===== src/design/rv32v_pkg.sv =====
//==========================================================================
// rv32v execute types
// operation codes, operand sources and widths shared by the two-lane
// vector execute stage and its lanes
//==========================================================================

package rv32v_pkg;

  // element and address width
  localparam int WORD_W = 32;

  // element write offset width
  localparam int OFFSET_W = 5;

  // multiplier latency in cycles, start edge included
  localparam int MUL_CYCLES = 3;

  // shift amount bits for one element
  localparam int SHAMT_W = $clog2(WORD_W);

  // multiplier operand slice per stage and stage counter width
  localparam int MUL_CHUNK_W = (WORD_W + MUL_CYCLES - 1) / MUL_CYCLES;
  localparam int MUL_CNT_W = $clog2(MUL_CYCLES);

  // functional unit of a beat
  typedef enum logic [1:0] {
    ALU  = 2'd0,
    MUL  = 2'd1,
    MASK = 2'd2,
    LSU  = 2'd3
  } fu_t;

  // alu operations, computed as vs2 op vs1
  typedef enum logic [3:0] {
    ADD = 4'd0,
    SUB = 4'd1,
    AND = 4'd2,
    OR  = 4'd3,
    XOR = 4'd4,
    SLL = 4'd5,
    SRL = 4'd6,
    // signed compare
    MIN = 4'd7,
    MAX = 4'd8
  } aluop_t;

  // operand source
  typedef enum logic [1:0] {
    // per-lane vector register
    V    = 2'd0,
    // immediate, same for both lanes
    I    = 2'd1,
    // scalar register, same for both lanes
    X    = 2'd2,
    NONE = 2'd3
  } src_t;

  // element offset inside the destination register group
  typedef logic [OFFSET_W-1:0] offset_t;

endpackage


===== src/design/iota_logic.sv =====
//==========================================================================
// iota logic
// running prefix count of mask bits across beats, two elements a beat
//==========================================================================
`timescale 1ns/1ps

module iota_logic (
  input  logic                          CLK,
  input  logic                          nRST,
  input  logic                          start,
  input  logic                          advance,
  input  logic [1:0]                    mask_bits,
  output logic [rv32v_pkg::WORD_W-1:0]  res0,
  output logic [rv32v_pkg::WORD_W-1:0]  res1
);
  import rv32v_pkg::*;

  logic [WORD_W-1:0] count;
  logic [WORD_W-1:0] base;
  logic [WORD_W-1:0] next_count;

  // a first beat sees zero regardless of what is left over
  assign base = start ? '0 : count;

  // lane 0 counts the bits before it, lane 1 also its neighbour
  assign res0 = base;
  assign res1 = base + WORD_W'(mask_bits[0]);

  assign next_count = res1 + WORD_W'(mask_bits[1]);

  always_ff @(posedge CLK, negedge nRST) begin
    if (!nRST) begin
      count <= '0;
    end else if (advance) begin
      count <= next_count;
    end
  end

endmodule


===== src/design/lane_multiplier.sv =====
//==========================================================================
// lane multiplier
// 32x32 low-word multiply, one operand slice summed per cycle;
// done marks the cycle in which product is valid
//==========================================================================
`timescale 1ns/1ps

module lane_multiplier (
  input  logic                          CLK,
  input  logic                          nRST,
  input  logic                          start,
  input  logic [rv32v_pkg::WORD_W-1:0]  a,
  input  logic [rv32v_pkg::WORD_W-1:0]  b,
  output logic [rv32v_pkg::WORD_W-1:0]  product,
  output logic                          busy,
  output logic                          done
);
  import rv32v_pkg::*;

  logic [MUL_CNT_W-1:0] stage;
  logic [WORD_W-1:0]    acc;
  logic [WORD_W-1:0]    a_sh;
  logic [WORD_W-1:0]    b_sh;
  logic [WORD_W-1:0]    op_a;
  logic [WORD_W-1:0]    op_b;
  logic [WORD_W-1:0]    partial;

  // first slice comes straight from the inputs on the start cycle
  assign op_a    = busy ? a_sh : a;
  assign op_b    = busy ? b_sh : b;
  assign partial = op_a * WORD_W'(op_b[MUL_CHUNK_W-1:0]);

  assign busy    = stage != '0;
  assign done    = stage == MUL_CNT_W'(MUL_CYCLES - 1);
  // last slice added combinationally
  assign product = acc + partial;

  always_ff @(posedge CLK, negedge nRST) begin
    if (!nRST) begin
      stage <= '0;
    end else if (start) begin
      stage <= MUL_CNT_W'(1);
    end else if (done) begin
      stage <= '0;
    end else if (busy) begin
      stage <= stage + MUL_CNT_W'(1);
    end
  end

  // accumulator and shifted operands only advance before the done cycle
  always_ff @(posedge CLK) begin
    if (start || (busy && !done)) begin
      acc  <= (busy ? acc : '0) + partial;
      a_sh <= op_a << MUL_CHUNK_W;
      b_sh <= op_b >> MUL_CHUNK_W;
    end
  end

  // the stage must keep a new multiply out until this one finishes
  a_no_start_busy : assert property (@(posedge CLK) disable iff (!nRST) start |-> !busy);

endmodule


===== src/design/rv32v_execute_stage.sv =====
//==========================================================================
// rv32v execute stage
// operand select, two vector lanes, address chaining, iota and
// reduction fold into the execute-to-memory latch under stall and flush
//==========================================================================
`timescale 1ns/1ps

module rv32v_execute_stage (
  input  logic                          CLK,
  input  logic                          nRST,
  input  logic                          in_valid,
  input  rv32v_pkg::fu_t                fu_type,
  input  rv32v_pkg::aluop_t             aluop,
  input  rv32v_pkg::src_t               rs1_type,
  input  rv32v_pkg::src_t               rs2_type,
  input  logic [rv32v_pkg::WORD_W-1:0]  vs1_lane0,
  input  logic [rv32v_pkg::WORD_W-1:0]  vs1_lane1,
  input  logic [rv32v_pkg::WORD_W-1:0]  vs2_lane0,
  input  logic [rv32v_pkg::WORD_W-1:0]  vs2_lane1,
  input  logic [rv32v_pkg::WORD_W-1:0]  imm,
  input  logic [rv32v_pkg::WORD_W-1:0]  xs1,
  input  logic [rv32v_pkg::WORD_W-1:0]  xs2,
  input  logic                          stride_type,
  input  logic [rv32v_pkg::WORD_W-1:0]  stride_val,
  input  logic                          load,
  input  logic                          store,
  input  rv32v_pkg::offset_t            woffset0,
  input  rv32v_pkg::offset_t            woffset1,
  input  logic [1:0]                    wen,
  input  logic                          reduction_ena,
  input  logic                          stall_ex,
  input  logic                          flush_ex,
  output logic                          busy_ex,
  output logic                          out_valid,
  output logic                          out_load,
  output logic                          out_store,
  output logic [rv32v_pkg::WORD_W-1:0]  aluresult0,
  output logic [rv32v_pkg::WORD_W-1:0]  aluresult1,
  output logic [1:0]                    out_wen,
  output rv32v_pkg::offset_t            out_woffset0,
  output rv32v_pkg::offset_t            out_woffset1
);
  import rv32v_pkg::*;

  logic [WORD_W-1:0] vs1_op0, vs1_op1, vs2_op0, vs2_op1;
  logic [WORD_W-1:0] addr_step, step0, base0, addr_buffer;
  logic [WORD_W-1:0] addr0, addr1, lane_res0, lane_res1;
  logic [WORD_W-1:0] iota0, iota1, sel0, sel1, res0;
  logic [WORD_W-1:0] hold_res0, hold_res1;
  logic busy0, busy1, done0, done1;
  logic accept, is_mul, is_mask, ls, first_beat, start_mul;
  logic mul_live, mul_take, mul_hold, latch_load;

  function automatic logic [WORD_W-1:0] pick_operand(
    input src_t              sel,
    input logic [WORD_W-1:0] vreg,
    input logic [WORD_W-1:0] sreg,
    input logic [WORD_W-1:0] immv
  );
    case (sel)
      V:       return vreg;
      I:       return immv;
      X:       return sreg;
      default: return '0;
    endcase
  endfunction

  assign vs1_op0 = pick_operand(rs1_type, vs1_lane0, xs1, imm);
  assign vs1_op1 = pick_operand(rs1_type, vs1_lane1, xs1, imm);
  assign vs2_op0 = pick_operand(rs2_type, vs2_lane0, xs2, imm);
  assign vs2_op1 = pick_operand(rs2_type, vs2_lane1, xs2, imm);

  assign is_mul     = fu_type == MUL;
  assign is_mask    = fu_type == MASK;
  assign ls         = load | store;
  assign first_beat = woffset0 == '0;
  // a result held under stall still counts as busy
  assign busy_ex    = busy0 | busy1 | mul_hold;
  assign accept     = in_valid & ~stall_ex & ~busy_ex;
  assign start_mul  = accept & is_mul;

  // unit stride steps one element, a first beat starts at xs1 itself
  assign addr_step = stride_type ? stride_val : WORD_W'(WORD_W / 8);
  assign base0     = first_beat ? xs1 : addr_buffer;
  assign step0     = first_beat ? '0 : addr_step;

  vector_lane lane0 (
    .CLK(CLK), .nRST(nRST), .fu_type(fu_type), .aluop(aluop), .start_mul(start_mul),
    .vs1_data(vs1_op0), .vs2_data(vs2_op0), .addr_base(base0), .addr_step(step0),
    .iota_res(iota0), .out_addr(addr0), .lane_result(lane_res0),
    .mul_busy(busy0), .mul_done(done0)
  );

  vector_lane lane1 (
    .CLK(CLK), .nRST(nRST), .fu_type(fu_type), .aluop(aluop), .start_mul(start_mul),
    .vs1_data(vs1_op1), .vs2_data(vs2_op1), .addr_base(addr0), .addr_step(addr_step),
    .iota_res(iota1), .out_addr(addr1), .lane_result(lane_res1),
    .mul_busy(busy1), .mul_done(done1)
  );

  iota_logic iota (
    .CLK(CLK), .nRST(nRST), .start(is_mask & first_beat), .advance(accept & is_mask),
    .mask_bits({vs2_op1[0], vs2_op0[0]}), .res0(iota0), .res1(iota1)
  );

  // memory beats carry addresses, reduction folds both lanes into element 0
  assign sel0 = ls ? addr0 : lane_res0;
  assign sel1 = ls ? addr1 : lane_res1;
  assign res0 = reduction_ena ? lane_res0 + lane_res1 : sel0;

  assign mul_take   = done0 & done1 & mul_live;
  assign latch_load = ~stall_ex & (mul_hold | mul_take | (accept & ~is_mul));

  always_ff @(posedge CLK, negedge nRST) begin
    if (!nRST) begin
      addr_buffer <= '0;
      mul_live    <= 1'b0;
      mul_hold    <= 1'b0;
    end else begin
      if (accept && ls) begin
        addr_buffer <= addr1;
      end
      if (flush_ex || (done0 && !start_mul)) begin
        mul_live <= 1'b0;
      end else if (start_mul) begin
        mul_live <= 1'b1;
      end
      if (flush_ex || !stall_ex) begin
        mul_hold <= 1'b0;
      end else if (mul_take) begin
        mul_hold <= 1'b1;
      end
    end
  end

  // multiply result parked while the latch is stalled
  always_ff @(posedge CLK) begin
    if (mul_take && stall_ex) begin
      hold_res0 <= res0;
      hold_res1 <= sel1;
    end
  end

  always_ff @(posedge CLK, negedge nRST) begin
    if (!nRST) begin
      out_valid <= 1'b0;
      out_load  <= 1'b0;
      out_store <= 1'b0;
      out_wen   <= '0;
    end else if (flush_ex) begin
      out_valid <= 1'b0;
      out_load  <= 1'b0;
      out_store <= 1'b0;
      out_wen   <= '0;
    end else if (!stall_ex) begin
      out_valid <= latch_load;
      out_load  <= latch_load & load;
      out_store <= latch_load & store;
      out_wen   <= latch_load ? wen : '0;
    end
  end

  always_ff @(posedge CLK) begin
    if (latch_load) begin
      aluresult0   <= mul_hold ? hold_res0 : res0;
      aluresult1   <= mul_hold ? hold_res1 : sel1;
      out_woffset0 <= woffset0;
      out_woffset1 <= woffset1;
    end
  end

  a_ld_st_excl : assert property (@(posedge CLK) disable iff (!nRST)
    in_valid |-> !(load && store));
  a_flush_empty : assert property (@(posedge CLK) disable iff (!nRST)
    flush_ex |=> !out_valid);

endmodule


===== src/design/vector_lane.sv =====
//==========================================================================
// vector lane
// one element per beat: single-cycle alu, element address adder and
// a multi-cycle multiplier, with the result picked by functional unit
//==========================================================================
`timescale 1ns/1ps

module vector_lane (
  input  logic                          CLK,
  input  logic                          nRST,
  input  rv32v_pkg::fu_t                fu_type,
  input  rv32v_pkg::aluop_t             aluop,
  input  logic                          start_mul,
  input  logic [rv32v_pkg::WORD_W-1:0]  vs1_data,
  input  logic [rv32v_pkg::WORD_W-1:0]  vs2_data,
  input  logic [rv32v_pkg::WORD_W-1:0]  addr_base,
  input  logic [rv32v_pkg::WORD_W-1:0]  addr_step,
  input  logic [rv32v_pkg::WORD_W-1:0]  iota_res,
  output logic [rv32v_pkg::WORD_W-1:0]  out_addr,
  output logic [rv32v_pkg::WORD_W-1:0]  lane_result,
  output logic                          mul_busy,
  output logic                          mul_done
);
  import rv32v_pkg::*;

  logic [WORD_W-1:0] alu_res;
  logic [WORD_W-1:0] mul_res;
  logic [SHAMT_W-1:0] shamt;
  logic              vs2_lt;

  assign shamt  = vs1_data[SHAMT_W-1:0];
  // signed compare for min and max
  assign vs2_lt = $signed(vs2_data) < $signed(vs1_data);

  always_comb begin
    case (aluop)
      ADD: begin
        alu_res = vs2_data + vs1_data;
      end
      SUB: begin
        alu_res = vs2_data - vs1_data;
      end
      AND: begin
        alu_res = vs2_data & vs1_data;
      end
      OR: begin
        alu_res = vs2_data | vs1_data;
      end
      XOR: begin
        alu_res = vs2_data ^ vs1_data;
      end
      SLL: begin
        alu_res = vs2_data << shamt;
      end
      SRL: begin
        alu_res = vs2_data >> shamt;
      end
      MIN: begin
        alu_res = vs2_lt ? vs2_data : vs1_data;
      end
      MAX: begin
        alu_res = vs2_lt ? vs1_data : vs2_data;
      end
      default: begin
        alu_res = '0;
      end
    endcase
  end

  // element address, chained across lanes by the stage
  assign out_addr = addr_base + addr_step;

  lane_multiplier mul (
    .CLK     (CLK),
    .nRST    (nRST),
    .start   (start_mul),
    .a       (vs2_data),
    .b       (vs1_data),
    .product (mul_res),
    .busy    (mul_busy),
    .done    (mul_done)
  );

  always_comb begin
    case (fu_type)
      MUL: begin
        lane_result = mul_res;
      end
      MASK: begin
        lane_result = iota_res;
      end
      LSU: begin
        lane_result = out_addr;
      end
      default: begin
        lane_result = alu_res;
      end
    endcase
  end

endmodule


===== config.mk =====
export PLATFORM = sky130hd
export DESIGN_NAME = rv32v_execute_stage
export DESIGN_NICKNAME = d
export VERILOG_FILES = /design/src/design/rv32v_pkg.sv /design/src/design/iota_logic.sv /design/src/design/lane_multiplier.sv /design/src/design/rv32v_execute_stage.sv /design/src/design/vector_lane.sv
export SDC_FILE = /design/constraint.sdc
export NUM_CORES = 2
export LEC_CHECK = 0
export ABC_AREA = 1
export BUFFER_PORTS_ARGS = -buffer_cell sky130_fd_sc_hd__buf_4
export CORE_AREA = 8 8 428 430
export CTS_CLUSTER_DIAMETER = 50
export CTS_CLUSTER_SIZE = 20
export DETAILED_ROUTE_END_ITERATION = 12
export DIE_AREA = 0 0 436 438
export GPL_TIMING_DRIVEN = 0
export PLACE_DENSITY = 0.6
export SLEW_MARGIN = 40
export SYNTH_ARGS = -nofsm -noshare
export SYNTH_HDL_FRONTEND = slang
export SYNTH_HIERARCHICAL = 1
export SYNTH_SLANG_ARGS = --single-unit

===== constraint.sdc =====
create_clock -name CLK -period 15.35 [get_ports CLK]
set_input_delay 3.07 -clock CLK [delete_from_list [all_inputs] [get_ports CLK]]
set_output_delay 3.07 -clock CLK [all_outputs]
set_load 0.01 [all_outputs]

# Yosys cells after proc, flatten, opt, wreduce, memory -nomap -nowiden
# Index checks and enable logic that the tools add are counted.
dict set report totals {
  output_inout_bits 80
  reg_bits 361
  input_bits 287
  wordCells 159
}
dict set report classes {
  n_eq_ne 18
  reduce_logical 23
  muxes 46
  n_bitwise 25
  shifts 4
  multipliers 2
  addsub 15
  n_lt_le_gt_ge 2
}
# operator n
set ops {}
lappend ops {{$pmux W32 S3} 6}
lappend ops {{$pmux W32 S9} 2}
lappend ops {{$mux W32} 17}
lappend ops {{$add A32 B32 Y32} 9}
lappend ops {{$add A32 B1 Y32} 2}
lappend ops {{$and A32 B32 Y32} 2}
lappend ops {{$lt A32 B32 Y1} 2}
lappend ops {{$mul A32 B11 Y32} 2}
lappend ops {{$or A32 B32 Y32} 2}
lappend ops {{$shl A32 B5 Y32} 2}
lappend ops {{$shr A32 B5 Y32} 2}
lappend ops {{$sub A32 B32 Y32} 2}
lappend ops {{$xor A32 B32 Y32} 2}
lappend ops {{$mux W21} 2}
lappend ops {{$mux W2} 9}
lappend ops {{$eq A4 B3 Y1 const B} 4}
lappend ops {{$eq A2 B2 Y1 const B} 6}
lappend ops {{$and A1 B1 Y1} 11}
lappend ops {{$mux W1} 10}
lappend ops {{$eq A4 B2 Y1 const B} 2}
lappend ops {{$reduce_bool A2 Y1} 4}
lappend ops {{$eq A2 B1 Y1 const B} 3}
lappend ops {{$reduce_bool A3 Y1} 2}
lappend ops {{$logic_and A1 B1 Y1} 5}
lappend ops {{11 further kinds} 25}

# Longest topological paths before layout
dict set report depth {
  depth_word 11
  mapped_depth 61
  depth_no_buf 59
}

# Cells and area by module
# Netlist, hierarchy kept.
# mod n_inst seq_area_each_um2 area_each_um2 cells_each
set by_module_without_submodules {}
lappend by_module_without_submodules {vector_lane 2 0.0 13210.2 2702}
lappend by_module_without_submodules {{lane_multiplier at lane0.mul} 1 2272.2 15357.2 1995}
lappend by_module_without_submodules {{lane_multiplier at lane1.mul} 1 2272.2 15072.0 1967}
lappend by_module_without_submodules {rv32v_execute_stage 1 5119.9 13155.1 1992}
lappend by_module_without_submodules {iota_logic 1 800.8 3713.6 642}

# Worst setup path after synthesis
# OpenSTA, ideal clock, no wires.
dict set report synth_path {
  kind {input to register}
  from {input port rs1_type[1]}
  to {register aluresult0[31] in the netlist's numbering (data pin)}
  required_time_ps 15098
  t_arrival_ps 11818
  slack_ps 3280
  cell_stages 57
  setup_ps 252
  path_buffers 4
  path_cell_list {inv_1 > clkbuf_1 > clkbuf_1 > nand3_1 > nand2_1 > buf_1 > inv_1 > nand2_1 > o21ai_0 > clkinv_1 > clkbuf_1 > nand2_1 > fa_1 > fa_1 > inv_1 > fa_1 > fa_1 > inv_1 > (+21 left out) > xor2_1 > a22o_1 > inv_1 > nand2_1 > inv_1 > nand2_1 > ha_1 > nand2_1 > nor2_1 > nand2_1 > nor2_1 > nand2_2 > nand2_1 > nand2_1 > nand3_2 > nand2_2 > nand2_1 > nand2_1}
}
dict set report synth_via {
  elab_chain_len 9
  elab_cells_between_ends 39
  classes_between {7 x add/sub; 2 x mul; 2 x order compare; 2 x eq/ne; 4 x shift; 15 x mux; 6 x bitwise; 1 x reduce/logical}
}
# item line
set synth_lines {}
lappend synth_lines {{start: declaration} rv32v_execute_stage.sv:14} ;# input rv32v_pkg::src_t rs1_type,
lappend synth_lines {{$eq A2 B2 Y1 (tied with other cells)} rv32v_execute_stage.sv:60} ;# case (sel)
lappend synth_lines {{$pmux W32 S3 (*)} rv32v_execute_stage.sv:60}
lappend synth_lines {{named net vs1_op1[2]} rv32v_execute_stage.sv:45} ;# logic [WORD_W-1:0] vs1_op0, vs1_op1, vs2_op0, vs2_op1;
lappend synth_lines {{$mux W21 (*)} lane_multiplier.sv:30} ;# assign op_b = busy ? b_sh : b;
lappend synth_lines {{$mul A32 B11 Y32 (*)} lane_multiplier.sv:31} ;# assign partial = op_a * WORD_W'(op_b[MUL_CHUNK_W-1:0]);
lappend synth_lines {{$add A32 B32 Y32 (*)} lane_multiplier.sv:36} ;# assign product = acc + partial;
lappend synth_lines {{named net lane1.mul_res[28]} vector_lane.sv:27} ;# logic [WORD_W-1:0] mul_res;
lappend synth_lines {{$pmux W32 S3 (*)} vector_lane.sv:85} ;# case (fu_type)
lappend synth_lines {{named net lane_res1[28]} rv32v_execute_stage.sv:47} ;# logic [WORD_W-1:0] addr0, addr1, lane_res0, lane_res1;
lappend synth_lines {{$add A32 B32 Y32 (*)} rv32v_execute_stage.sv:109} ;# assign res0 = reduction_ena ? lane_res0 + lane_res1 : sel0;
lappend synth_lines {{$mux W32 (*)} rv32v_execute_stage.sv:109}
lappend synth_lines {{named net res0[31]} rv32v_execute_stage.sv:48} ;# logic [WORD_W-1:0] iota0, iota1, sel0, sel1, res0;
lappend synth_lines {{$mux W32 (*)} rv32v_execute_stage.sv:165} ;# aluresult0 <= mul_hold ? hold_res0 : res0;
lappend synth_lines {{end signal: assignment} rv32v_execute_stage.sv:165}
lappend synth_lines {{end: declaration} rv32v_execute_stage.sv:37} ;# output logic [rv32v_pkg::WORD_W-1:0] aluresult0,
# Mark *: on every way through the listed nets, which the timed path passes. The rest lies on a longest branch.
# A chain may end at the register's enable or synchronous reset.

# Worst setup path after layout
# Same ends and word-level chain as after synthesis.

==> impl_results.html <==
<table>
<tr><th>Metric</th><th>Value</th></tr>
<tr><th colspan="2">Timing</th></tr>
<tr><td>RSZ-0062 raised after global routing</td><td>false</td></tr>
<tr><td>Number of max-slew violations in the final report</td><td>0</td></tr>
<tr><td>Part of the cycle the worst path needs</td><td>between 90 and 100%</td></tr>
<tr><td>Period minus WS final</td><td>between 10 and 15 ns</td></tr>
<tr><td>Skew final</td><td>0.04814 ns</td></tr>
<tr><td>Hold violation count in the final report</td><td>0</td></tr>
<tr><td>Worst rel slew slack</td><td>about a third</td></tr>
<tr><td>Final setup viols</td><td>0</td></tr>
<tr><td>Maximum clock frequency</td><td>66.69 MHz</td></tr>
<tr><td>Transition time at the pin with the least slew margin</td><td>between 1 and 1.5 ns</td></tr>
<tr><th colspan="2">Pwr</th></tr>
<tr><td>Total power after layout</td><td>21,640 uW</td></tr>
<tr><td>Maximum vdd drop</td><td>between 0.0005 and 0.0006 V</td></tr>
<tr><td>Pwr dens</td><td>around 260 nW/um^2</td></tr>
<tr><td>Reported leakage power</td><td>0.04183 uW</td></tr>
<tr><th colspan="2">Clock network</th></tr>
<tr><td>Buffers from clock root to sink, at most</td><td>3</td></tr>
<tr><td>Num Clock Sinks</td><td>about 360</td></tr>
<tr><td>Clock tree from TritonCTS</td><td>built</td></tr>
<tr><td>Clock insertion delay at the later pin of the skew report</td><td>a little over 0.7 ns</td></tr>
<tr><td>Deepest level of the CTS H-tree</td><td>2</td></tr>
<tr><td>Number of buffers added by the clock tree synthesis step</td><td>56</td></tr>
<tr><td>Root Buffer</td><td>sky130_fd_sc_hd__clkbuf_16</td></tr>
<tr><td>Hold-fix buffers, CTS</td><td>0</td></tr>
<tr><td># Post-CTS Setup Buffers</td><td>0</td></tr>
<tr><td>Number of instances resized during post-cts repair</td><td>0</td></tr>
<tr><td>CTS clk-pin slew, worst paths</td><td>approximately 0.06 ns</td></tr>
<tr><th colspan="2">Logic synthesis</th></tr>
<tr><td>Seq/Total Area, Yosys</td><td>between 10% and 20%</td></tr>
<tr><td>Xor/xnor share of the synthesized area</td><td>~3%</td></tr>
<tr><td>Cells after synthesis</td><td>12.00k</td></tr>
<tr><td>Fraction of synthesis flops using an asynchronous set or reset pin</td><td>between 20% and 30%</td></tr>
<tr><td>Yosys warning count</td><td>6</td></tr>
<tr><td>Synthesized flop and latch total</td><td>between 300 and 400</td></tr>
<tr><td>Share of Yosys cell area claimed by the top area cell type</td><td>18.51%</td></tr>
<tr><td>Post-synth EDFFs</td><td>roughly 290</td></tr>
<tr><td>Synth Net Count</td><td>13.25k</td></tr>
<tr><td>Top area cells in the synthesized netlist</td><td>sky130_fd_sc_hd__nand2_1 (19%), sky130_fd_sc_hd__fa_1 (12%), sky130_fd_sc_hd__edfxtp_1 (12%)</td></tr>
<tr><td>Netlist area before placement</td><td>between 70,000 and 80,000 um^2</td></tr>
<tr><td>Synth Area in Adders</td><td>20.97%</td></tr>
<tr><td>Portion of netlist area occupied by mux cells</td><td>less than 1%</td></tr>
<tr><td>Main combinational cell family by area after synthesis</td><td>simple AND/OR/NAND/NOR gates</td></tr>
<tr><td>Mapped Avg Cell Area</td><td>6.143 um^2</td></tr>
<tr><td>Synth Flop Type</td><td>sky130_fd_sc_hd__edfxtp_1</td></tr>
<tr><td>Most area-hungry cell type in the Yosys netlist</td><td>sky130_fd_sc_hd__nand2_1</td></tr>
<tr><td>Synth cell types</td><td>a little over 70</td></tr>
<tr><td>Synth Area in Compound Gates</td><td>11.53%</td></tr>
<tr><td>Simple-Gate Fraction of Synth Area</td><td>between 30% and 40%</td></tr>
<tr><th colspan="2">Worst hold path</th></tr>
<tr><td>Worst hold-check path type</td><td>flip-flop to flip-flop</td></tr>
<tr><th colspan="2">Setup path</th></tr>
<tr><td>Required time at the worst-slack endpoint</td><td>15.82 ns</td></tr>
<tr><td>Capturing element type of the critical path</td><td>flip-flop</td></tr>
<tr><td>R2R Path Start</td><td>lane1/mul/stage[1]</td></tr>
<tr><td>Cell depth of the worst flop-to-flop path</td><td>46</td></tr>
<tr><td>Largest stage delay on the critical path</td><td>between 0.5 and 0.6 ns</td></tr>
<tr><td>Critical register-to-register path endpoint</td><td>aluresult0[31]</td></tr>
<tr><td>Most prevalent standard cell on the critical path</td><td>sky130_fd_sc_hd__nand2_1</td></tr>
<tr><td>Worst EP arrival</td><td>approximately 15 ns</td></tr>
<tr><td>Worst Path Class, Setup</td><td>input port to flip-flop</td></tr>
<tr><td>Worst reg-to-reg setup slack</td><td>roughly 4.0 ns</td></tr>
<tr><td>Biggest fanout along the worst timing path</td><td>10</td></tr>
<tr><td>Worst Setup Start Kind</td><td>input port</td></tr>
<tr><td>Worst setup endpoint</td><td>aluresult0[31]</td></tr>
<tr><td>CP max-delay cell</td><td>sky130_fd_sc_hd__fa_1</td></tr>
<tr><td>Worst setup startpoint</td><td>rs1_type[1]</td></tr>
<tr><th colspan="2">Floorplan</th></tr>
<tr><td>Die Span X</td><td>436 um</td></tr>
<tr><td>Starting Density</td><td>41.68%</td></tr>
<tr><td>Placeable core region</td><td>roughly 180,000 um^2</td></tr>
<tr><td>Total number of placement rows</td><td>155</td></tr>
<tr><td>Vertical die dimension</td><td>approximately 440 um</td></tr>
<tr><td>Top Ports</td><td>about 370</td></tr>
<tr><td>Full die area</td><td>about 190,000 um^2</td></tr>
<tr><th colspan="2">Detailed routing</th></tr>
<tr><td>Total routed wirelength</td><td>418,700 um</td></tr>
<tr><td>Antenna Violating Nets Remaining</td><td>0</td></tr>
<tr><td>Number of DRC violations after detailed-routing iteration 0</td><td>between 10k and 15k</td></tr>
<tr><td>DR vias</td><td>approximately 87k</td></tr>
<tr><td>Post-detailed-route DRC marker count</td><td>0</td></tr>
<tr><td>Number of search-and-repair iterations in the first detailed-routing pass</td><td>9</td></tr>
<tr><td>Wire per inst</td><td>roughly 28 um</td></tr>
<tr><td>Vias per cell</td><td>slightly below 6</td></tr>
<tr><th colspan="2">Placed design</th></tr>
<tr><td>Total placed instance area</td><td>79,850 um^2</td></tr>
<tr><td>Dpl hpwl</td><td>roughly 350,000 um</td></tr>
<tr><td>GPL Wtd Cong</td><td>roughly 1.2</td></tr>
<tr><td>Count of port buffers added during placement</td><td>365</td></tr>
<tr><th colspan="2">Global routing</th></tr>
<tr><td>Final global-route overflow total</td><td>0</td></tr>
<tr><td>Antenna violations before repair</td><td>38</td></tr>
<tr><td>Number of global-route vias before repair</td><td>~82k</td></tr>
<tr><td>Pin count of the biggest net entering global routing</td><td>between 40 and 50</td></tr>
<tr><td>First-pass GRT wire length</td><td>583,700 um</td></tr>
<tr><td>Tot GR Track Use</td><td>a little over two fifths</td></tr>
<tr><th colspan="2">Job</th></tr>
<tr><td>Number of max-cap violations</td><td>0</td></tr>
<tr><th colspan="2">Final layout</th></tr>
<tr><td>Fraction of layout instances using a drive strength above 1</td><td>around 7.6%</td></tr>
<tr><td>Final instance area</td><td>between 80,000 and 90,000 um^2</td></tr>
<tr><td>Layout Area Growth over Synthesis</td><td>11.25%</td></tr>
<tr><td>Nets</td><td>between 10k and 15k</td></tr>
<tr><th colspan="2">Status</th></tr>
<tr><td>Result of the run</td><td>finished, final reports clean</td></tr>
</table>
-- layer usage --
layer  up-vias  track usage, %  part of all wire (%)
met5         -          0.7053                 0.066
met3      1321           10.75                    11
met1     40880           50.10                    37
met4        16           36.71                    11
met2      5318           62.32                    41
li1      39110               -                     -
-- cell type report --
type,count,area (um^2)
clock inverter,47,578.1
multi-input combinational,9278,54220
timing repair buffer,378,3004
clock buffer,58,1409
buffer,408,1957
sequential,361,10470
antenna,39,97.59
tap,2355,2947
fill,19020,94860
inverter,1953,7333
-- kinds of logic (layout without fill, tap and decap cells) --
group,count (synthesis),after routing
multiplexers,2,2
XOR/XNOR,244,244
other,0,39
buffers and inverters,2361,2844
flip-flops,361,361
AO/OA/AOI/OAI,1504,1504
AND/OR/NAND/NOR,6562,6562
adder cells (fa/ha/maj),966,966
-- state kept, by name (all words and copies together), names as in the netlist, 2 cells and up --
signal and flops:
hold_res1 32, out_woffset1 5, lane1/mul/a_sh 21, out_wen 2, lane1/mul/stage 2, lane0/mul/a_sh 21, aluresult1 32, hold_res0 32
aluresult0 32, lane0/mul/stage 2, lane0/mul/b_sh 21, lane0/mul/acc 32, addr_buffer 32, lane1/mul/acc 32, out_woffset0 5, lane1/mul/b_sh 21
iota/count 32
-- Yosys cell counts, types with 31 or more instances --
| master | count |
|---|---|
| sky130_fd_sc_hd__xor2_1 | 169 |
| sky130_fd_sc_hd__o211ai_1 | 51 |
| sky130_fd_sc_hd__edfxtp_1 | 286 |
| sky130_fd_sc_hd__nand3_1 | 1258 |
| sky130_fd_sc_hd__ha_1 | 517 |
| sky130_fd_sc_hd__nand2_2 | 94 |
| sky130_fd_sc_hd__nor3_1 | 100 |
| sky130_fd_sc_hd__fa_1 | 449 |
| sky130_fd_sc_hd__a31oi_1 | 32 |
| sky130_fd_sc_hd__nand3_2 | 31 |
| sky130_fd_sc_hd__a21oi_1 | 563 |
| sky130_fd_sc_hd__nor2_1 | 1135 |
| sky130_fd_sc_hd__inv_1 | 1886 |
| sky130_fd_sc_hd__xnor2_1 | 71 |
| sky130_fd_sc_hd__inv_2 | 37 |
| sky130_fd_sc_hd__nand4_1 | 130 |
| sky130_fd_sc_hd__o21ai_0 | 558 |
| sky130_fd_sc_hd__o21a_1 | 38 |
| sky130_fd_sc_hd__buf_1 | 46 |
| sky130_fd_sc_hd__clkbuf_1 | 252 |
| sky130_fd_sc_hd__o22ai_1 | 60 |
| sky130_fd_sc_hd__nand2_1 | 3635 |
| sky130_fd_sc_hd__o21bai_1 | 41 |
| sky130_fd_sc_hd__dfrtp_1 | 75 |
| sky130_fd_sc_hd__buf_2 | 59 |
-- how the worst min path moves through the flow --
stage / cells after the start / slack, ns / to / start
6_report: 1 / 0.48 / lane0/mul/stage[1] / lane0/mul/stage[1]
3_3_place_gp: 1 / 0.46 / lane0/mul/stage[1] / lane0/mul/stage[1]
4_1_cts: 1 / 0.48 / lane0/mul/stage[1] / lane0/mul/stage[1]
2_1_floorplan: 2 / 0.45 / iota/count[30] / iota/count[30]
5_1_grt: 2 / 0.51 / aluresult0[27] / hold_res0[27]
3_5_place_dp: 1 / 0.47 / lane0/mul/stage[1] / lane0/mul/stage[1]
-- worst max-delay path, delay by kind of cell --
family | cells | cell delay (ns)
and+or+nand+nor | 21 | 3.43
AOI/OAI and AO/OA | 10 | 1.89
buffers and inverters | 15 | 2.78
xor gates and xnor gates | 2 | 0.62
adders and majority gates | 8 | 3.61
-- through the flow --
step | TNS, ns | utilization [%] | hold WS, ns | std cells | setup slack, ns
2_1_floorplan | 0 | - | 0.4491 | 12000 | 3.280
3_5_place_dp | -0.1941 | 45.15 | 0.4709 | 14730 | -0.08380
4_1_cts | 0 | 46.27 | 0.4770 | 14840 | 0.6540
5_1_grt | 0 | 46.32 | 0.5137 | 14840 | 0.07689
6_report | 0 | 46.37 | 0.4809 | 14880 | 0.3543
3_3_place_gp | -2.614 | 44.89 | 0.4609 | 14720 | -0.3593
-- power by group --
group / switching [uW] / internal (uW)
clock: 606 / 741
sequential: 101 / 1550
combinational: 13100 / 5530
total: 13800 / 7820
-- layout by cell type, fill, tap and decap left out, types with 25 or more instances in the layout --
master                         n
sky130_fd_sc_hd__clkbuf_16    56
sky130_fd_sc_hd__o21ai_1      31
sky130_fd_sc_hd__buf_6        31
sky130_fd_sc_hd__nand3_1    1256
sky130_fd_sc_hd__nor2_1     1133
sky130_fd_sc_hd__and2_1       28
sky130_fd_sc_hd__o211ai_1     51
sky130_fd_sc_hd__o22ai_1      60
sky130_fd_sc_hd__o21ai_0     540
sky130_fd_sc_hd__o21bai_1     41
sky130_fd_sc_hd__a21oi_1     563
sky130_fd_sc_hd__nand2_2     106
sky130_fd_sc_hd__xor2_1      159
sky130_fd_sc_hd__or2_2        25
sky130_fd_sc_hd__nand2_1    3623
sky130_fd_sc_hd__inv_1      1885
sky130_fd_sc_hd__o21a_1       38
sky130_fd_sc_hd__fa_1        449
sky130_fd_sc_hd__nor2_2       30
sky130_fd_sc_hd__inv_2        38
sky130_fd_sc_hd__ha_1        517
sky130_fd_sc_hd__nand3_2      33
sky130_fd_sc_hd__nor3_1       95
sky130_fd_sc_hd__clkinv_1     33
sky130_fd_sc_hd__buf_2        61
sky130_fd_sc_hd__nand2_4      26
sky130_fd_sc_hd__clkbuf_1    244
sky130_fd_sc_hd__buf_1        43
sky130_fd_sc_hd__xnor2_1      69
sky130_fd_sc_hd__a31oi_1      32
sky130_fd_sc_hd__diode_2      39
sky130_fd_sc_hd__nand4_1     130
sky130_fd_sc_hd__edfxtp_1    286
sky130_fd_sc_hd__buf_4       374
sky130_fd_sc_hd__dfrtp_1      75
(Power assumes the default switching activity.)
